`config.mk`:
```
export PLATFORM = sky130hd
export DESIGN_NAME = cache_ctrl
export DESIGN_NICKNAME = d
export VERILOG_FILES = /design/src/design/cache_pkg.sv /design/src/design/cache_ctrl.sv
export VERILOG_INCLUDE_DIRS = /design/src /design/src/design
export SDC_FILE = /design/constraint.sdc
export NUM_CORES = 1
export LEC_CHECK = 0
export ABC_AREA = 1
export BUFFER_PORTS_ARGS = -buffer_cell sky130_fd_sc_hd__buf_2
export CAP_MARGIN = 30
export CORE_AREA = 5 5 284 286
export CTS_CLUSTER_SIZE = 30
export DETAILED_ROUTE_END_ITERATION = 10
export DIE_AREA = 0 0 289 291
export PLACE_DENSITY = 0.41
export SYNTH_ARGS = -nofsm -noshare
export SYNTH_HDL_FRONTEND = slang
export SYNTH_SLANG_ARGS = --single-unit
```
`constraint.sdc`:
```
create_clock -name clk -period 29.9 [get_ports clk]
set_input_delay 5.98 -clock clk [delete_from_list [all_inputs] [get_ports clk]]
set_output_delay 5.98 -clock clk [all_outputs]
set_load 0.02 [all_outputs]
```
`src/design/cache_settings.svh`:
```
`ifndef CACHE_SETTINGS_SVH
`define CACHE_SETTINGS_SVH

////////////////////////////////////////////////////////////////////////
// Cache geometry
////////////////////////////////////////////////////////////////////////

// Base geometry of the system port and the set array
`define CACHE_BYTE_ADDR_BITS  25
`define CACHE_INDEX_BITS      8
`define CACHE_WORDS_PER_LINE  4
`define CACHE_WORD_BITS       32

// Derived widths
`define CACHE_SETS            (1 << `CACHE_INDEX_BITS)
`define CACHE_STRB_BITS       (`CACHE_WORD_BITS / 8)
`define CACHE_WORD_OFF_BITS   $clog2(`CACHE_WORDS_PER_LINE)
`define CACHE_BYTE_OFF_BITS   $clog2(`CACHE_STRB_BITS)
`define CACHE_TAG_BITS        (`CACHE_BYTE_ADDR_BITS - `CACHE_INDEX_BITS \
                               - `CACHE_WORD_OFF_BITS - `CACHE_BYTE_OFF_BITS)
`define CACHE_LINE_BITS       (`CACHE_WORDS_PER_LINE * `CACHE_WORD_BITS)

// One DDR access moves a whole line, so memory is addressed by line
`define CACHE_MEM_ADDR_BITS   (`CACHE_TAG_BITS + `CACHE_INDEX_BITS)

`endif

```
`src/design/cache_pkg.sv`:
```
`include "cache_settings.svh"

package cache_pkg;

    // Byte address as seen by the cache, MSB first
    typedef struct packed {
        logic [`CACHE_TAG_BITS-1:0]      tag;
        logic [`CACHE_INDEX_BITS-1:0]    index;
        logic [`CACHE_WORD_OFF_BITS-1:0] word;
        logic [`CACHE_BYTE_OFF_BITS-1:0] byte_off;
    } cache_addr_t;

    // System request, all-zero strobes means a read
    typedef struct packed {
        cache_addr_t                 addr;
        logic [`CACHE_WORD_BITS-1:0] wdata;
        logic [`CACHE_STRB_BITS-1:0] wstrb;
    } cache_req_t;

    // Stored line with its status bits
    typedef struct packed {
        logic                        lru;
        logic                        valid;
        logic                        dirty;
        logic [`CACHE_TAG_BITS-1:0]  tag;
        logic [`CACHE_LINE_BITS-1:0] data;
    } cache_line_t;

    // Line-wide DDR request
    typedef struct packed {
        logic [`CACHE_MEM_ADDR_BITS-1:0] addr;
        logic [`CACHE_LINE_BITS-1:0]     wdata;
        logic                            write;
    } mem_req_t;

    // Source of the line written back into a way
    typedef enum logic [1:0] {
        WB_MERGE  = 2'd0,
        WB_REFILL = 2'd1,
        WB_CLEAR  = 2'd2
    } wb_src_e;

endpackage

```
`src/design/cache_ctrl.sv`:
```
`timescale 1ns/1ps
`include "cache_settings.svh"

module cache_ctrl (
    input  logic                          clk,
    input  logic                          rst,
    input  logic                          sys_valid,
    input  cache_pkg::cache_req_t         req,
    input  logic                          hit,
    input  logic                          hit_way,
    input  logic                          victim_way,
    input  logic                          victim_dirty,
    input  logic [`CACHE_TAG_BITS-1:0]    victim_tag,
    input  logic [`CACHE_WORD_BITS-1:0]   hit_word,
    input  cache_pkg::cache_line_t        victim_line_0,
    input  cache_pkg::cache_line_t        victim_line_1,
    input  logic [`CACHE_LINE_BITS-1:0]   mem_rdata,
    input  logic                          mem_ready,
    output logic                          sys_ready,
    output logic [`CACHE_WORD_BITS-1:0]   sys_rdata,
    output cache_pkg::mem_req_t           mem_req,
    output logic                          mem_valid,
    output logic                          sweep_active,
    output logic [`CACHE_INDEX_BITS-1:0]  sweep_index,
    output logic                          we_0,
    output logic                          we_1,
    output cache_pkg::wb_src_e            wb_mode
);

    typedef enum logic [3:0] {
        ST_SWEEP,
        ST_IDLE,
        ST_LOOKUP,
        ST_CHECK,
        ST_MISS,
        ST_FLUSH,
        ST_FLUSH_WAIT,
        ST_WRITE_APPLY,
        ST_DONE
    } state_e;

    state_e state;

    logic [`CACHE_INDEX_BITS-1:0] sweep_cnt;
    logic                         lookup_wait;   // RAM read and compare take two cycles
    logic                         fill_way;
    logic                         flushed;       // victim already written back and cleared
    logic                         is_write;
    logic [`CACHE_WORD_BITS-1:0]  refill_word;

    assign is_write     = (req.wstrb != '0);
    assign refill_word  = mem_rdata[req.addr.word * `CACHE_WORD_BITS +: `CACHE_WORD_BITS];
    assign sweep_active = (state == ST_SWEEP);
    assign sweep_index  = sweep_cnt;

    ////////////////////////////////////////////////////////////////////////
    // Way write enables, the write lands on the edge that leaves the state
    ////////////////////////////////////////////////////////////////////////

    always_comb begin
        we_0    = 1'b0;
        we_1    = 1'b0;
        wb_mode = cache_pkg::WB_MERGE;
        case (state)
            ST_SWEEP: begin
                we_0    = 1'b1;
                we_1    = 1'b1;
                wb_mode = cache_pkg::WB_CLEAR;
            end
            ST_CHECK: begin
                // Read hits rewrite the line to refresh LRU
                we_0 = hit && !hit_way;
                we_1 = hit && hit_way;
            end
            ST_MISS: begin
                we_0    = mem_ready && !fill_way;
                we_1    = mem_ready && fill_way;
                wb_mode = cache_pkg::WB_REFILL;
            end
            ST_FLUSH: begin
                we_0    = mem_ready && !fill_way;
                we_1    = mem_ready && fill_way;
                wb_mode = cache_pkg::WB_CLEAR;
            end
            ST_WRITE_APPLY: begin
                we_0 = !fill_way;
                we_1 = fill_way;
            end
            default: ;
        endcase
    end

    ////////////////////////////////////////////////////////////////////////
    // Main FSM
    ////////////////////////////////////////////////////////////////////////

    always_ff @(posedge clk) begin
        if (rst) begin
            state       <= ST_SWEEP;
            sweep_cnt   <= '0;
            lookup_wait <= 1'b0;
            fill_way    <= 1'b0;
            flushed     <= 1'b0;
            sys_ready   <= 1'b0;
            mem_valid   <= 1'b0;
        end else begin
            case (state)
                ST_SWEEP: begin
                    sweep_cnt <= sweep_cnt + 1'b1;
                    if (sweep_cnt == '1) begin
                        state <= ST_IDLE;
                    end
                end
                ST_IDLE: begin
                    flushed <= 1'b0;
                    if (sys_valid) begin
                        state <= ST_LOOKUP;
                    end
                end
                ST_LOOKUP: begin
                    lookup_wait <= !lookup_wait;
                    if (lookup_wait) begin
                        state <= ST_CHECK;
                    end
                end
                ST_CHECK: begin
                    if (hit) begin
                        sys_rdata <= hit_word;
                        sys_ready <= 1'b1;
                        state     <= ST_DONE;
                    end else if (!mem_ready) begin
                        mem_valid <= 1'b1;
                        if (victim_dirty && !flushed) begin
                            // Write the victim back first
                            fill_way      <= victim_way;
                            mem_req.addr  <= {victim_tag, req.addr.index};
                            mem_req.wdata <= victim_way ? victim_line_1.data
                                                        : victim_line_0.data;
                            mem_req.write <= 1'b1;
                            state         <= ST_FLUSH;
                        end else begin
                            // After a flush, refill the way that was just freed
                            if (!flushed) begin
                                fill_way <= victim_way;
                            end
                            mem_req.addr  <= {req.addr.tag, req.addr.index};
                            mem_req.write <= 1'b0;
                            state         <= ST_MISS;
                        end
                    end
                end
                ST_MISS: begin
                    if (mem_ready) begin
                        mem_valid <= 1'b0;
                        if (is_write) begin
                            state <= ST_WRITE_APPLY;
                        end else begin
                            sys_rdata <= refill_word;
                            sys_ready <= 1'b1;
                            state     <= ST_DONE;
                        end
                    end
                end
                ST_FLUSH: begin
                    if (mem_ready) begin
                        mem_valid <= 1'b0;
                        flushed   <= 1'b1;
                        state     <= ST_FLUSH_WAIT;
                    end
                end
                ST_FLUSH_WAIT: begin
                    if (!mem_ready) begin
                        state <= ST_LOOKUP;
                    end
                end
                ST_WRITE_APPLY: begin
                    sys_ready <= 1'b1;
                    state     <= ST_DONE;
                end
                ST_DONE: begin
                    if (!sys_valid) begin
                        sys_ready <= 1'b0;
                        state     <= ST_IDLE;
                    end
                end
                default: state <= ST_IDLE;
            endcase
        end
    end

endmodule

```
======== After elaboration in Yosys (flattened, before gate mapping) ========
Index checks and enable logic that the tools add are counted.
operators by class
  $add $sub $neg .......................... 1
  eq/ne operators ......................... 23
  shift operators ......................... 1
  multiplexer cells ....................... 35
  bitwise operators ....................... 3
  reductions and logical operators ........ 25
operators with widths
  cell                   count
  $mux W128              1
  $shiftx A128 B8 Y32    1
  $mux W32               3
  $pmux W32 S2           1
  $mux W4                10
  $pmux W4 S9            1
  $mux W21               1
  $ne A2 B2 Y1 const B   10
  $eq A4 B3 Y1 const B   4
  $reduce_and A5 Y1      3
  $mux W1                12
  $pmux W1 S4            3
  $reduce_and A4 Y1      3
  $add A8 B1 Y8 const B  1
  $eq A4 B2 Y1 const B   2
  $eq A8 B8 Y1 const B   1
  $reduce_and A8 Y1      1
  $reduce_bool A4 Y1     2
  $ne A2 B1 Y1 const B   3
  $reduce_bool A2 Y1     3
  $logic_and A1 B1 Y1    5
  $eq A4 B1 Y1 const B   1
  $eq A4 B4 Y1 const B   1
  $logic_not A1 Y1       4
  7 further kinds        11
storage, ports and cells
  register bits ........................... 199
  logic and storage cells ................. 99

======== Logic depth before layout (Yosys ltp) ========
  word-level depth ........................ 6
  gate-level depth with buffers ........... 11

======== Worst setup path after synthesis ========
OpenSTA, ideal clock, no wires.
  path kind ............................... input to register
  from .................................... input port hit
  to ...................................... register mem_req[100] (netlist name), enable pin
  setup time .............................. 0.772 ns
  arrival time ............................ 14.893 ns
  data required time ...................... 29.128 ns
  path slack .............................. 14.235 ns
  cell stages on the path ................. 5
  cells stage by stage .................... inv_1 nand2_2 inv_2 nand2_2 nor3_1
on the way
  cells in the longest elaborated chain, start to end .. 2
ends and longest elaborated chain
  what                                RTL line          source
  start: declaration                  cache_ctrl.sv:9   input logic hit,
  $not A1 Y1 (no source line)         -
  $reduce_and A5 Y1 (no source line)  -
  end: declaration                    cache_ctrl.sv:21  output cache_pkg::mem_req_t mem_req,
Every way passes these cells.
A chain may end at the register's enable or synchronous reset.

======== Worst setup path after layout ========
  from .................................... input port mem_ready
  to ...................................... output port we_0
on the way
  cells in the longest elaborated chain, start to end .. 2
ends and longest elaborated chain
  what                 RTL line                            source
  start: declaration   cache_ctrl.sv:18                    input logic mem_ready,
  $logic_and A1 B1 Y1  cache_ctrl.sv:76, cache_ctrl.sv:81
  $pmux W1 S4          cache_ctrl.sv:64                    case (state)
  end: declaration     cache_ctrl.sv:25                    output logic we_0,
Every way passes these cells.

==> flow_metrics.tcl <==
set metrics [dict create \
    routed_via_density 3.46 \
    routed_wirelength_um 42700 \
    antenna_left 0 \
    clock.fmax_mhz 77.1 \
    cts_setup_buffers 0 \
    syn_area_per_cell_um2 11.7 \
    internal_power_mw 0.499 \
    synth_seq_cells 199 \
    grtUsageTotal_pct 9.66 \
    clock-sinks 199 \
    use_met1_pct 10.2 \
    start_util_pct 12.1 \
    synth_cells 808 \
    drtPass1Iterations 5 \
    layout-drive-gt1-share_pct 58.1 \
    fin_nets 1984 \
    synth_edf_count 182 \
    ir_worst_vdd_uv 32.9 \
    finalNonFillerCells 2520 \
    combPwrFrac_pct 22.8 \
    drtIter0Drc 313 \
    cts_made_buffers 17 \
    clock_skew_ns 0.0173 \
    synthArstFlopShare_pct 0 \
    cts.path.max_buffers 2 \
    synth_top_family_by_area "multiplexers" \
    netlist_area_um2 9420 \
    die_x_um 289 \
    dieArea_um2 84100 \
    muxShareOfSynthArea_pct 15.3 \
    cp-start-kind "input pin" \
    synthToLayoutAreaGrowth_pct 54.2 \
    grt_util_met2_pct 16.6 \
    grt_setup_unrepaired "false" \
    synth-compound-area-share_pct 6.92 \
    synth.net_count 1339 \
    end_kind "primary output" \
    synthFlopType "edfxtp_1" \
    path_class "input pin to primary output" \
    layout_commonest_cell "buf_2" \
    grt_first_pass_wirelength_um 59900 \
    tritoncts "yes" \
    grt_util_met3_pct 4.77 \
    final_cell_mix "659 x buf_2, 183 x nor2_1, 182 x edfxtp_1, 128 x mux2_2, 76 x nand2_1" \
    antenna_found_initial 10 \
    drv_cap 0 \
    p_seq_share_pct 44.6 \
    slew_headroom_pct 37.9 \
    dp_hpwl_um 35000 \
    vias 8722 \
    synthAdderAreaFrac_pct 0.133 \
    setup_viol 0 \
    synth_xor_area_share_pct 0.186 \
    place_inst 2483 \
    grt_pass1_vias 9192 \
    grt.busiest_layer "met2" \
    wire_per_inst_um 17.0 \
    dpl_cell_area_um2 13900 \
    cp_data_required_time_ns 23.92 \
    num_io_pins 727 \
    layout.area.seq_um2 5810 \
    yosysTopAreaCell "edfxtp_1" \
    place_ws_ns 16.93 \
    grt_max_degree 70 \
    final_cell_area_um2 14500 \
    port_buffers 660 \
    synth.yosys.seq_area_share_pct 61.6 \
    period_minus_slack_ns 12.98 \
    synth_simple_gate_area_share_pct 12.7 \
    place.gp.congestion 0.889 \
    hp-class "flip-flop to flip-flop" \
    yosysTopAreaCellShare_pct 58.0 \
    row_count 103 \
    cts_resized 0 \
    leakagePower_nw 6.06 \
    hold_viol 0 \
    synth_area_leaders "edfxtp_1 58%, mux2_2 15%, nor2_1 7.3%" \
    p_per_area_nw_per_um2 50.5 \
    setup_tns_ns 0 \
    crit_arrival_ns 7.00 \
    cts_root_buffer "clkbuf_16" \
    fillers 8761 \
    globalRouteOverflowTotal 0 \
    ctsHoldBuffers 0 \
    yosysWarnings 0 \
    status "finished clean" \
    path_max_fanout 5 \
    clk_pin_slew_ns 0.08 \
    drv_slew 0 \
    switching_share_pct 32.0 \
    fin_ws_ns 16.92 \
    power_frac_clock_pct 32.6 \
    switchingPower_mw 0.235 \
    fp.coreArea_um2 78100 \
    tightest_slew_ns 0.926 \
    cts-htree-levels 4 \
    ys_types 33 \
    clkLatencyLatePin_ns 0.47 \
    fp.dieH_um 291 \
    fin_crit_sh_pct 43.4 \
    multi_input_comb_area_um2 3330 \
    route.detailed.drc 0 \
    hold_ws_ns 0.462 \
]
logic make-up (layout without fill, tap and decap cells):
group                    after synthesis  count (layout)
adder cells (fa/ha/maj)                1               1
AO/OA/AOI/OAI                        119             119
buffers and inverters                 66             723
XOR/XNOR                               2               2
multiplexers                         128             128
other                                  0               5
flip-flops                           199             199
AND/OR/NAND/NOR                      293             293
final cells by class:
| type | instances | share of cell area, % |
|---|---|---|
| inverters | 22 | 0.586 |
| diodes | 5 | 0.0862 |
| clock buffers | 18 | 2.96 |
| well taps | 1050 | 9.05 |
| clock inverters | 13 | 0.956 |
| multi-input cells | 543 | 22.9 |
| flip-flops and latches | 199 | 40.0 |
| repair buffers | 670 | 23.4 |
routing by layer:
layer	vias to the layer above	wire length (um)
met3	46	4930
li1	4184	-
met2	460	20900
met1	4028	15700
met4	4	1270
met5	-	29
power groups by stage:
stage	clock [mW]	sequential, mW	combinational (mW)
floorplan	0	0.343	0.0886
global placement	0	0.334	0.170
detailed placement	0	0.334	0.170
CTS	0.255	0.328	0.171
global route	0.265	0.329	0.186
finish	0.239	0.327	0.167
metrics by stage:
step	total power, mW	utilization, %
final	0.734	18.6
after global routing	0.780	18.6
after CTS	0.754	18.6
after detailed placement	0.504	17.8
after global placement	0.504	17.8
after floorplan	0.432	-
Yosys cell counts (3+ instances only):
library cell	n
a21oi_1	11
nor2_2	3
dfxtp_1	17
buf_4	4
nand4_1	6
o21ai_1	11
nor3_1	5
nor2_4	3
inv_1	16
nor2_1	184
inv_2	5
edfxtp_1	182
buf_2	23
nand3_1	6
nand2_1	76
a31oi_1	33
nand2_2	5
mux2_2	128
o21ai_0	59
clkbuf_1	16
worst paths after layout:
kind / start / to / slack (ns) / depth (start not counted)
setup / recovery: mem_ready / we_0 / 16.92 / 6
setup reg to reg: state[0]$_SDFFE_PP0P_ / mem_req[114]$_DFFE_PP_ / 25.99 / 8
hold reg to reg: sys_ready$_SDFFE_PP0P_ / sys_ready$_SDFFE_PP0P_ / 0.46 / 2
hold / removal: sys_ready$_SDFFE_PP0P_ / sys_ready$_SDFFE_PP0P_ / 0.46 / 2
registers in the layout, summed over array words and instances (netlist names):
register / count
mem_valid: 1
state: 4
flushed: 1
sys_ready: 1
fill_way: 1
sys_rdata: 32
sweep_index: 8
lookup_wait: 1
mem_req: 150
worst max-delay path, cell delays in order:
cell      delay (ns)
buf_2           0.12
inv_1           0.11
nor3_1          0.28
a21oi_1         0.10
o221ai_1        0.18
buf_2           0.21
Power figures use the tool's default switching activity.
