## config.mk

```make
export PLATFORM = sky130hd
export DESIGN_NAME = cache_lookup
export DESIGN_NICKNAME = d
export VERILOG_FILES = /design/src/design/cache_pkg.sv /design/src/design/cache_lookup.sv
export VERILOG_INCLUDE_DIRS = /design/src /design/src/design
export SDC_FILE = /design/constraint.sdc
export NUM_CORES = 1
export LEC_CHECK = 0
export ABC_AREA = 1
export BUFFER_PORTS_ARGS = -buffer_cell sky130_fd_sc_hd__buf_2
export CAP_MARGIN = 10
export CORE_AREA = 2 2 157 159
export DETAILED_ROUTE_END_ITERATION = 10
export DIE_AREA = 0 0 159 161
export GPL_ROUTABILITY_DRIVEN = 0
export PLACE_DENSITY = 0.51
export SLEW_MARGIN = 10
export SYNTH_ARGS = -nofsm -noshare
export SYNTH_HDL_FRONTEND = slang
export SYNTH_SLANG_ARGS = --single-unit
```

## constraint.sdc

```tcl
create_clock -name clk -period 2.26 [get_ports clk]
set_input_delay 0.113 -clock clk [delete_from_list [all_inputs] [get_ports clk]]
set_output_delay 0.113 -clock clk [all_outputs]
set_load 0.05 [all_outputs]
```

## src/design/cache_settings.svh

```systemverilog
`ifndef CACHE_SETTINGS_SVH
`define CACHE_SETTINGS_SVH

////////////////////////////////////////////////////////////////////////
// Cache geometry
////////////////////////////////////////////////////////////////////////

// Base geometry of the system port and the set array
`define CACHE_BYTE_ADDR_BITS  25
`define CACHE_INDEX_BITS      8
`define CACHE_WORDS_PER_LINE  4
`define CACHE_WORD_BITS       32

// Derived widths
`define CACHE_SETS            (1 << `CACHE_INDEX_BITS)
`define CACHE_STRB_BITS       (`CACHE_WORD_BITS / 8)
`define CACHE_WORD_OFF_BITS   $clog2(`CACHE_WORDS_PER_LINE)
`define CACHE_BYTE_OFF_BITS   $clog2(`CACHE_STRB_BITS)
`define CACHE_TAG_BITS        (`CACHE_BYTE_ADDR_BITS - `CACHE_INDEX_BITS \
                               - `CACHE_WORD_OFF_BITS - `CACHE_BYTE_OFF_BITS)
`define CACHE_LINE_BITS       (`CACHE_WORDS_PER_LINE * `CACHE_WORD_BITS)

// One DDR access moves a whole line, so memory is addressed by line
`define CACHE_MEM_ADDR_BITS   (`CACHE_TAG_BITS + `CACHE_INDEX_BITS)

`endif

```

## src/design/cache_pkg.sv

```systemverilog
`include "cache_settings.svh"

package cache_pkg;

    // Byte address as seen by the cache, MSB first
    typedef struct packed {
        logic [`CACHE_TAG_BITS-1:0]      tag;
        logic [`CACHE_INDEX_BITS-1:0]    index;
        logic [`CACHE_WORD_OFF_BITS-1:0] word;
        logic [`CACHE_BYTE_OFF_BITS-1:0] byte_off;
    } cache_addr_t;

    // System request, all-zero strobes means a read
    typedef struct packed {
        cache_addr_t                 addr;
        logic [`CACHE_WORD_BITS-1:0] wdata;
        logic [`CACHE_STRB_BITS-1:0] wstrb;
    } cache_req_t;

    // Stored line with its status bits
    typedef struct packed {
        logic                        lru;
        logic                        valid;
        logic                        dirty;
        logic [`CACHE_TAG_BITS-1:0]  tag;
        logic [`CACHE_LINE_BITS-1:0] data;
    } cache_line_t;

    // Line-wide DDR request
    typedef struct packed {
        logic [`CACHE_MEM_ADDR_BITS-1:0] addr;
        logic [`CACHE_LINE_BITS-1:0]     wdata;
        logic                            write;
    } mem_req_t;

    // Source of the line written back into a way
    typedef enum logic [1:0] {
        WB_MERGE  = 2'd0,
        WB_REFILL = 2'd1,
        WB_CLEAR  = 2'd2
    } wb_src_e;

endpackage

```

## src/design/cache_lookup.sv

```systemverilog
`timescale 1ns/1ps
`include "cache_settings.svh"

module cache_lookup (
    input  logic                         clk,
    input  cache_pkg::cache_req_t        req,
    input  cache_pkg::cache_line_t       line_0,
    input  cache_pkg::cache_line_t       line_1,
    output logic                         hit,
    output logic                         hit_way,
    output logic                         victim_way,
    output logic                         victim_dirty,
    output logic [`CACHE_TAG_BITS-1:0]   victim_tag,
    output logic [`CACHE_WORD_BITS-1:0]  hit_word
);

    logic match_0;
    logic match_1;
    logic way_0_newer;
    logic victim_sel;

    cache_pkg::cache_line_t victim_line;
    cache_pkg::cache_line_t hit_line;

    // Tag compare against both ways
    assign match_0 = line_0.valid && (line_0.tag == req.addr.tag);
    assign match_1 = line_1.valid && (line_1.tag == req.addr.tag);

    // Same-or-different LRU rule, victim is the older way
    assign way_0_newer = (line_0.lru == line_1.lru);
    assign victim_sel  = way_0_newer;

    assign victim_line = victim_sel ? line_1 : line_0;
    assign hit_line    = match_0 ? line_0 : line_1;

    ////////////////////////////////////////////////////////////////////////
    // Compare stage register
    ////////////////////////////////////////////////////////////////////////

    always_ff @(posedge clk) begin
        hit          <= match_0 || match_1;
        hit_way      <= !match_0;
        victim_way   <= victim_sel;
        victim_dirty <= victim_line.valid && victim_line.dirty;
        victim_tag   <= victim_line.tag;
        hit_word     <= hit_line.data[req.addr.word * `CACHE_WORD_BITS +: `CACHE_WORD_BITS];
    end

endmodule

```

# Yosys cells after proc, flatten, opt, wreduce, memory -nomap -nowiden

Index checks and enable logic that the tools add are counted.

Reduce and logical (&&, ||, !) cells: 5
Mux-type cells: 2
Equal/unequal tests: 3
Shift operators: 1

Operator list:

| cell                                  | number |
|---|---|
| 2-to-1 mux 143 bit                    | 1 |
| 2-to-1 mux 128 bit                    | 1 |
| indexed part select 128 x 8 -> 32 bit | 1 |
| equality test 13 bit                  | 2 |
| logical AND 1 bit                     | 3 |
| equality test 1 bit                   | 1 |
| zero test 1 bit                       | 1 |
| logical OR 1 bit                      | 1 |

Output and inout bits: 49
Logic and storage cells: 17
Input port bits: 350
Register bits: 49

# Longest topological paths before layout

Gate-level depths: netlist of the first run.

Word-level depth: 4
Depth in mapped cells: 14
Depth with buffers taken out: 12

# Worst setup path after synthesis of the first run

Ideal clock, no wire load.

Kind: input to register
Start: input port line_0[135] in the netlist's numbering
End: register hit_word[24]
Buffers on the path: 1
Setup slack: 0.961 ns
Data arrival time: 1.186 ns
Setup time: 0.113 ns
Stages on the path: 11
Data required time: 2.147 ns
Cell sequence: inv_1 -> or2_2 -> nand3_1 -> nor2_2 -> nand2_1 -> clkbuf_1 -> nand2_1 -> nand3_1 -> nand2_1 -> nand2_1 -> nand2_1

Cells in the longest elaborated chain, start to end: 4

Ends and longest elaborated chain:

| element                               | RTL line           | text |
|---|---|---|
| start, declared                       | cache_lookup.sv:7  | `input cache_pkg::cache_line_t line_0,` |
| equality test 13 bit                  | cache_lookup.sv:26 | `assign match_0 = line_0.valid && (line_0.tag == req.addr.tag);` |
| logical AND 1 bit                     | cache_lookup.sv:26 |  |
| 2-to-1 mux 128 bit                    | cache_lookup.sv:34 | `assign hit_line = match_0 ? line_0 : line_1;` |
| indexed part select 128 x 8 -> 32 bit | cache_lookup.sv:46 | `` hit_word <= hit_line.data[req.addr.word * `CACHE_WORD_BITS +: `CACHE_WORD_BITS]; `` |
| end signal, assigned                  | cache_lookup.sv:46 |  |
| end, declared                         | cache_lookup.sv:14 | `` output logic [`CACHE_WORD_BITS-1:0] hit_word `` |

No other way between the ends.

# Worst setup path after layout of the first run

Start: input port req[50] in the netlist's numbering
End: register hit_word[0]

Cells in the longest elaborated chain, start to end: 4

Ends and longest elaborated chain:

| element                               | RTL line           | text |
|---|---|---|
| start, declared                       | cache_lookup.sv:6  | `input cache_pkg::cache_req_t req,` |
| equality test 13 bit                  | cache_lookup.sv:26 |  |
| logical AND 1 bit                     | cache_lookup.sv:26 |  |
| 2-to-1 mux 128 bit                    | cache_lookup.sv:34 |  |
| indexed part select 128 x 8 -> 32 bit | cache_lookup.sv:46 |  |

No other way between the ends.

==> flow_metrics.tcl, run 1 <==
set metrics [dict create \
    worstMarginPinSlew_ns 0.508 \
    dpl.hpwl_um 15800 \
    final_common_cell "buf_2" \
    maxSlewHeadroom 0.661 \
    power_frac_comb 0.402 \
    multiInputGateArea_um2 2940 \
    ir_drop_mv 0.251 \
    clockBufferDepth 2 \
    cp_max_fo 42 \
    gr-usage-met3 0.0383 \
    hold_path.startpoint "line_1[132]" \
    critPathLaunch "req[50]" \
    ys_seq_elements 49 \
    setup_ws_ns 0.725 \
    finalHoldViolCount 0 \
    use_met1 0.193 \
    grt_antenna_before_repair 0 \
    grt_start_max_net_pins 65 \
    synth_seq_area_share 0.188 \
    synth_top_area_cell "nand2_1" \
    cts_max_level 2 \
    finalSetupTns_ns 0 \
    power.density_nw_per_um2 406 \
    syn_to_final_growth_pct 41.4 \
    post_cts_buffers 0 \
    wl_per_cell_um 12.6 \
    end_kind "flip-flop" \
    pre_cts_ws_ns 0.358 \
    regArea_um2 981 \
    power_uw 3000 \
    final_core_util 0.308 \
    period_share 0.679 \
    synth_top_area_share 0.248 \
    io_pins 399 \
    finalSetupViolations 0 \
    drt_iter0_markers 348 \
    slew_violations 0 \
    start_kind "input pin" \
    p_clk_frac 0.274 \
    finalCriticalPeriod_ns 1.54 \
    layout_common_cells "buf_2 (352), nand2_1 (343), inv_1 (247), nand3_1 (227), dfxtp_1 (49)" \
    dieHeight_um 161 \
    syn_inst 1015 \
    syn_area_per_cell_um2 5.14 \
    hp-class "in -> reg" \
    synth_warnings 0 \
    yosysUniqueCellTypes 23 \
    row_count 57 \
    netlist_area_um2 5210 \
    hold_buffers 0 \
    diodes 0 \
    die_w_um 159 \
    grt_pass1_vias 6525 \
    track_usage 0.158 \
    p_sw_uw 1190 \
    drc 0 \
    totalWireLength_um 20800 \
    p_leak_uw 0.00494 \
    gr-max-usage-layer "met2" \
    cts_tree "done" \
    ant_nets 0 \
    cts_resized 0 \
    holdWs_ns 0.0273 \
    netSwitchingFraction 0.398 \
    numCtsBuffers 5 \
    initial_core_util 0.218 \
    p_int_uw 1800 \
    overflow 0 \
    dr.pass1.iters 4 \
    maxCapViolCount 0 \
    drive_gt1_frac 0.291 \
    cts_root_buffer "clkbuf_16" \
    numPortBuffers 352 \
    grt_pass1_wl_um 33000 \
    via_per_inst 4.18 \
    crit_required_ns 2.46 \
    via_count 6901 \
    p_seq_frac 0.324 \
    fp.coreArea_um2 24000 \
    crit_arrival_ns 1.74 \
    synth_area_leaders "nand2_1 (25%), nand3_1 (22%), dfxtp_1 (19%), inv_1 (18%), nand3b_1 (4.6%)" \
    n_fill_cell 2854 \
    clk_pin_slew_ns 0.08 \
    rsz0062_at_grt "false" \
    syn-num-nets 1365 \
    criticalPathCategory "in -> reg" \
    nNetsFinal 1675 \
    met2_usage 0.281 \
    cts_sinks 49 \
    max_freq_mhz 651 \
    hold_path_depth 3 \
    dieArea_um2 25600 \
    outcome "completed" \
]
-- layer usage --
metal | vias to the layer above | share of wire | wire length (um)
li1 | 3642 | - | -
met1 | 3014 | 0.43 | 9000
met2 | 232 | 0.48 | 9970
met3 | 13 | 0.078 | 1620
met4 | 0 | 0.011 | 239
met5 | - | 0 | 0
-- registers in the layout (all words and copies together) (netlist names) --
register / count
hit_way: 1
victim_dirty: 1
victim_tag: 13
victim_way: 1
hit_word: 32
hit: 1
-- cells in the mapped netlist (all sizes together) --
cell    count
nand2     344
a21oi       2
o21ai      17
xnor2       3
inv       252
nor2       14
xor2        1
nand3b     32
a22o        2
or2         1
o22ai       4
dfxtp      49
nand4       1
nand3     227
a221oi      1
buf        48
clkbuf     17
-- kinds of logic after synthesis --
logic type,Yosys count,synth area share
XOR/XNOR,4,0.00672
AND/OR/NAND/NOR,619,0.525
flip-flops,49,0.188
buffers and inverters,317,0.252
AO/OA/AOI/OAI,26,0.0281
-- final cells by class --
class                      count  area share
clock buffer                   5      0.0170
tap                          324      0.0550
sequential                    49       0.133
inverter                     252       0.128
multi-input combinational    649       0.399
clock inverter                 3     0.00340
timing repair buffer         368       0.264
-- critical path, cell delays in order --
cell and delay (ns):
buf_2 0.09, inv_1 0.06, nand2_1 0.06, nand2_1 0.04, nor2_1 0.11, nand2_1 0.09
nor2_4 0.22, buf_4 0.48, nand3_1 0.13, nand3_1 0.12, nand2_1 0.08, nand2_1 0.06
nand2_1 0.05
-- final timing paths --
| path | endpoint | slack [ns] |
|---|---|---|
| max | hit_word[0]$_DFF_P_ | 0.72 |
| min | victim_tag[4]$_DFF_P_ | 0.03 |
-- through the flow --
stage          std cells  cell area (um^2)
2_1_floorplan       1015              5210
3_3_place_gp        1642              7220
3_5_place_dp        1642              7220
4_1_cts             1650              7370
5_1_grt             1650              7370
6_report            1650              7370
-- power by group through the flow --
stage	registers (uW)	logic, uW	clock network (uW)
after floorplan	1310	416	0
after global placement	991	1220	0
after detailed placement	991	1210	0
after CTS	972	1220	882
after global routing	980	1330	910
final	971	1200	822
Note: power is estimated with default switching activity, not from simulation.
==> inputs of run 2 (changes only) <==
--- a/config.mk
+++ b/config.mk
@@ -6,14 +6,14 @@
 export SDC_FILE = /design/constraint.sdc
 export NUM_CORES = 1
 export LEC_CHECK = 0
-export ABC_AREA = 1
+export ABC_AREA = 0
 export BUFFER_PORTS_ARGS = -buffer_cell sky130_fd_sc_hd__buf_2
 export CAP_MARGIN = 10
-export CORE_AREA = 2 2 157 159
+export CORE_AREA = 2 2 153 155
 export DETAILED_ROUTE_END_ITERATION = 10
-export DIE_AREA = 0 0 159 161
+export DIE_AREA = 0 0 155 157
 export GPL_ROUTABILITY_DRIVEN = 0
-export PLACE_DENSITY = 0.51
+export PLACE_DENSITY = 0.5
 export SLEW_MARGIN = 10
 export SYNTH_ARGS = -nofsm -noshare
 export SYNTH_HDL_FRONTEND = slang
==> constraint.sdc (replaced) <==
create_clock -name clk -period 1.6 [get_ports clk]
set_input_delay 0.08 -clock clk [delete_from_list [all_inputs] [get_ports clk]]
set_output_delay 0.08 -clock clk [all_outputs]
set_load 0.05 [all_outputs]
==> run 2 against run 1 <==
- the run now ends with negative setup slack left
- utilization is 2.4 points higher
- cell count fell by 30%
- worst setup slack got worse by 0.87 ns
- power is 50% higher
- critical path type unchanged
- largest power group unchanged
==> flow_metrics.tcl, run 2 <==
set metrics [dict create \
    start_kind "input pin" \
    finalSetupViolations 30 \
    crit_required_ns 1.77 \
    totalWireLength_um 21600 \
    pre_cts_ws_ns -0.464 \
    worstMarginPinSlew_ns 0.518 \
    power_uw 4500 \
    regMostFlops "hit_word" \
    hp-class "in -> reg" \
    track_usage 0.159 \
    synth_area_leaders "dfxtp_1 (21%), mux2i_1 (14%), a41oi_1 (12%), a211oi_1 (11%), mux2_4 (11%)" \
    grt_pass1_vias 5336 \
    clk_pin_slew_ns 0.08 \
    synth_warnings 0 \
    reg.largest.list "hit_word: 32 flops, victim_tag: 13 flops" \
    drc 0 \
    end_kind "flip-flop" \
    synth_seq_area_share 0.214 \
    numPortBuffers 352 \
    finalSetupTns_ns -1.22 \
    rsz0062_at_grt "true" \
    cpPeakStageDelay_ns 0.47 \
    final_cell_area_um2 7470 \
    cp_common_cell "buf_4" \
    drt_iter0_markers 235 \
    violations "negative setup slack" \
    grt_pass1_wl_um 29800 \
    setup_ws_ns -0.148 \
    cts_sinks 49 \
    synth_top_family_by_area "compound AO/OA/AOI/OAI gates" \
    slew_violations 0 \
    drive_gt1_frac 0.599 \
    ir_drop_mv 0.390 \
    synth_mux_area_frac 0.277 \
    placed_area_um2 6860 \
    synth.most_common_cell "inv_1" \
    ys_seq_elements 49 \
    maxSlewHeadroom 0.652 \
    synth_top_area_cell "dfxtp_1" \
    largest_reg_flops 32 \
    syn_area_per_cell_um2 9.47 \
    grt_start_max_net_pins 43 \
    die_w_um 155 \
    cts_root_buffer "clkbuf_16" \
    fin_cells 1147 \
    crit_slowest_cell "a211oi_1" \
    synth_compound_area_frac 0.318 \
    path_buf_inv 6 \
    outcome "complete, but fails checks" \
    synth_commonest_cells "inv_1 (65), a211oi_1 (64), a41oi_1 (64), mux2i_1 (64), dfxtp_1 (49)" \
    numCtsBuffers 5 \
    max_freq_mhz 572 \
    yosysUniqueCellTypes 24 \
    synth_xor_area_frac 0.0517 \
    clockBufferDepth 2 \
    dieArea_um2 24300 \
    finalCriticalPeriod_ns 1.75 \
    wl_per_cell_um 18.9 \
    synth-edff-count 0 \
    ant_nets 0 \
    initial_core_util 0.203 \
    cts_tree "done" \
    overflow 0 \
    synthArstFlopShare 0 \
    netlist_area_um2 4570 \
    synth-adder-area-share 0 \
    nNetsFinal 1210 \
    crit_arrival_ns 1.91 \
    dr.pass1.iters 4 \
    io_pins 399 \
    fp.coreArea_um2 22500 \
    via_count 5410 \
    placed_cells 1111 \
    final_common_cell "buf_2" \
    p_leak_uw 0.00364 \
    critPathTopFamily "buffers and inverters" \
    via_per_inst 4.72 \
    power.density_nw_per_um2 602 \
    cts_max_level 2 \
    dieHeight_um 157 \
    synth_ff_type "dfxtp_1" \
    synth_top_area_share 0.214 \
    maxCapViolCount 0 \
    yosys.area_share.simple 0.0167 \
    period_share 1.09 \
    grt_antenna_before_repair 2 \
    syn_inst 483 \
    n_fill_cell 2415 \
    dpl.hpwl_um 16500 \
    cp_max_fo 7 \
    path_cells "buf_2 > xor2_1 > nor4_2 > buf_4 > and4_4 > buf_12 > clkbuf_16 > buf_8 > buf_4 > a211oi_1 > a211oi_2" \
    finalHoldViolCount 0 \
    syn_to_final_growth_pct 63.3 \
    row_count 55 \
    layout_common_cells "buf_2 (345), mux2i_1 (64), inv_1 (64), a41oi_1 (64), a211oi_1 (59)" \
    criticalPathCategory "in -> reg" \
    syn-num-nets 833 \
]
[run 2: stage by stage]
step / hold WS [ns] / util
2_1_floorplan: 0.205 / -
3_3_place_gp: 0.320 / 0.305
3_5_place_dp: 0.323 / 0.305
4_1_cts: 0.00173 / 0.315
5_1_grt: 0.000352 / 0.332
6_report: 0.00765 / 0.332
[run 2: timing repair]
item	4_1_cts	5_1_grt
resized for setup	2	32
gates cloned	0	5
pin swaps	2	38
hold buffers	6	1
setup buffers	1	16
endpoints found under the hold margin	4	1
endpoints found under the setup margin	31	31
[run 2: power breakdown]
group          switching (uW)  total (uW)  internal (uW)  leakage, uW
Combinational            1140        1950            813      0.00316
Clock                     593        1180            584    0.0000621
Sequential               32.7        1370           1340     0.000412
[run 2: final timing paths]
path / from / end / slack, ns / depth (start not counted)
max: req[58] / hit_word[25]$_DFF_P_ / -0.15 / 11
min: line_1[142] / victim_dirty$_DFF_P_ / 0.008 / 3
[run 2: per-layer routing]
| layer | vias up | global-route usage | wire length (um) |
|---|---|---|---|
| met4 | 2 | 0.0340 | 259 |
| met5 | - | 0 | 13 |
| li1 | 2606 | - | - |
| met3 | 18 | 0.0377 | 1530 |
| met1 | 2521 | 0.196 | 8900 |
| met2 | 263 | 0.281 | 10900 |
[run 2: final cells by class]
class,count,area [um^2],share of cell area
multi-input combinational,311,3140,0.420
timing repair buffer,427,2590,0.347
sequential,49,981,0.131
tap,285,357,0.0477
inverter,66,248,0.0332
clock buffer,5,125,0.0167
clock inverter,3,22.5,0.00301
antenna,1,2.50,0.000335
[run 2: cell families (layout without fill, tap and decap cells)]
kind of cell    after synthesis  after routing
flops                        49             49
buf+inv                     123            501
other cells                   0              1
xor+xnor                     27             27
simple gates                 13             13
compound gates              162            162
mux                         109            109
==> inputs of run 3 (changes only) <==
--- a/config.mk
+++ b/config.mk
@@ -13,6 +13,7 @@
 export DETAILED_ROUTE_END_ITERATION = 10
 export DIE_AREA = 0 0 155 157
 export GPL_ROUTABILITY_DRIVEN = 0
+export MAX_ROUTING_LAYER = met4
 export PLACE_DENSITY = 0.5
 export SLEW_MARGIN = 10
 export SYNTH_ARGS = -nofsm -noshare
==> run 3 against run 2 <==
- the flow still finishes with violations (negative setup slack)
- non-clock buffer count is 12 lower
- combinational power hardly changed
- utilization is 0.94 points lower
- cell count is 0.96% lower
- die area stayed put
- maximum frequency is 5.0% higher
- worst setup slack better by 0.083 ns
- worst hold slack worse by 0.0037 ns
- routed wire length is 3.4% lower
- critical endpoint is now hit_word[10]$_DFF_P_
- highest routed layer is now met4
==> flow_metrics.tcl, run 3 (synthesis gave the netlist of run 2 again) <==
set metrics [dict create \
    gr-max-usage-layer "met2" \
    regArea_um2 981 \
    largest_reg_flops 32 \
    holdWs_ns 0.00393 \
    cp-endpoint "hit_word[10]$_DFF_P_" \
    wl_per_cell_um 18.4 \
    clockBufferDepth 2 \
    crit_required_ns 1.83 \
    outcome "complete, but fails checks" \
    cts_sinks 49 \
    drc 0 \
    syn_to_final_growth_pct 58.7 \
    period_share 1.04 \
    worstMarginPinSlew_ns 0.462 \
    numCtsBuffers 5 \
    initial_core_util 0.203 \
    p_int_uw 2740 \
    ir_drop_mv 0.387 \
    totalWireLength_um 20900 \
    p_clk_frac 0.262 \
    io_pins 399 \
    start_kind "input pin" \
    cts_max_level 2 \
    maxSlewHeadroom 0.683 \
    regMostFlops "hit_word" \
    via_per_inst 4.69 \
    nNetsFinal 1198 \
    cp_max_fo 28 \
    overflow 0 \
    dpl.hpwl_um 16500 \
    criticalPathCategory "in -> reg" \
    grt_pass1_vias 5328 \
    finalSetupTns_ns -0.725 \
    power_uw 4490 \
    path_buf_inv 3 \
    slew_violations 0 \
    gr-usage-met3 0.0292 \
    n_fill_cell 2427 \
    power.density_nw_per_um2 618 \
    dieArea_um2 24300 \
    drive_gt1_frac 0.587 \
    clk_pin_slew_ns 0.09 \
    fp.coreArea_um2 22500 \
    grt_antenna_before_repair 2 \
    end_kind "flip-flop" \
    max_freq_mhz 601 \
    met2_usage 0.281 \
    hp-class "in -> reg" \
    cpPeakStageDelay_ns 0.33 \
    cts_tree "done" \
    row_count 55 \
    critPathLaunch "line_0[132]" \
    critPathTopFamily "simple AND/OR/NAND/NOR gates" \
    dieHeight_um 157 \
    setup_ws_ns -0.0648 \
    drt_iter0_markers 201 \
    path_cells "buf_2 > xor2_1 > nor4_2 > buf_4 > and4_4 > buf_12 > mux2_4 > a211oi_2" \
    finalHoldViolCount 0 \
    netSwitchingFraction 0.390 \
    die_w_um 155 \
    via_count 5332 \
    p_seq_frac 0.306 \
    rsz0062_at_grt "true" \
    violations "negative setup slack" \
    use_met1 0.202 \
    multiInputGateArea_um2 3100 \
    dr.pass1.iters 6 \
    maxCapViolCount 0 \
    grt_pass1_wl_um 29800 \
    p_sw_uw 1750 \
    cp_num_cells 8 \
    grt_start_max_net_pins 43 \
    power_frac_comb 0.432 \
    finalCriticalPeriod_ns 1.66 \
    cts_root_buffer "clkbuf_16" \
    p_leak_uw 0.00354 \
    track_usage 0.164 \
    reg.largest.list "hit_word: 32 flops, victim_tag: 13 flops" \
    layout_common_cells "buf_2 (347), mux2i_1 (64), inv_1 (64), a41oi_1 (64), a211oi_1 (63)" \
    crit_slowest_cell "mux2_4" \
    ant_nets 0 \
    pre_cts_ws_ns -0.464 \
    numPortBuffers 352 \
    final_common_cell "buf_2" \
    crit_arrival_ns 1.89 \
    finalSetupViolations 20 \
]
-- run 3: changes by cell type in the layout (fill, tap and decap cells not counted), sizes merged --
cell	before	now
diode	1	2
buf	416	407
clkbuf	9	6
-- run 3: how the worst min path moves through the flow --
stage	start	to	slack (ns)	cells past startpoint
finish	line_0[130]	victim_tag[2]$_DFF_P_	0.004	2
global route	line_0[130]	victim_tag[2]$_DFF_P_	-0.002	2
CTS	line_0[136]	victim_tag[8]$_DFF_P_	0.002	2
detailed placement	line_1[141]	victim_dirty$_DFF_P_	0.32	3
global placement	line_0[137]	victim_tag[9]$_DFF_P_	0.32	2
floorplan	line_0[131]	victim_tag[3]$_DFF_P_	0.20	1
-- run 3: layout make-up --
cell class	instances	share of cell area
multi-input combinational	311	0.426
timing repair buffer	415	0.334
sequential	49	0.135
tap	285	0.0491
inverter	66	0.0341
clock buffer	5	0.0172
clock inverter	3	0.00310
antenna	2	0.000689
-- run 3: timing repair --
| item | CTS | global route |
|---|---|---|
| pin swaps | 2 | 10 |
| gates cloned | 0 | 1 |
| buffers inserted | 1 | 6 |
| resized for setup | 2 | 19 |
| endpoints found under the setup margin | 31 | 31 |
| hold buffers | 6 | 1 |
| hold endpoints to repair | 4 | 1 |
-- run 3: stage by stage --
step,area (um^2),utilization,instances
floorplan,4570,-,483
global placement,6860,0.305,1111
detailed placement,6860,0.305,1111
CTS,7080,0.315,1126
global route,7260,0.323,1136
finish,7260,0.323,1136
-- run 3: layer usage --
| layer | up-vias | part of all wire |
|---|---|---|
| met3 | 20 | 0.063 |
| li1 | 2585 | - |
| met5 | - | 0 |
| met1 | 2462 | 0.42 |
| met2 | 265 | 0.51 |
| met4 | 0 | 0.011 |
-- run 3: power groups by stage --
stage               clock network (uW)  registers (uW)  logic, uW
floorplan                            0            1840        684
global placement                     0            1400       1900
detailed placement                   0            1400       1900
CTS                               1220            1380       1930
global route                      1270            1390       2060
finish                            1170            1370       1940
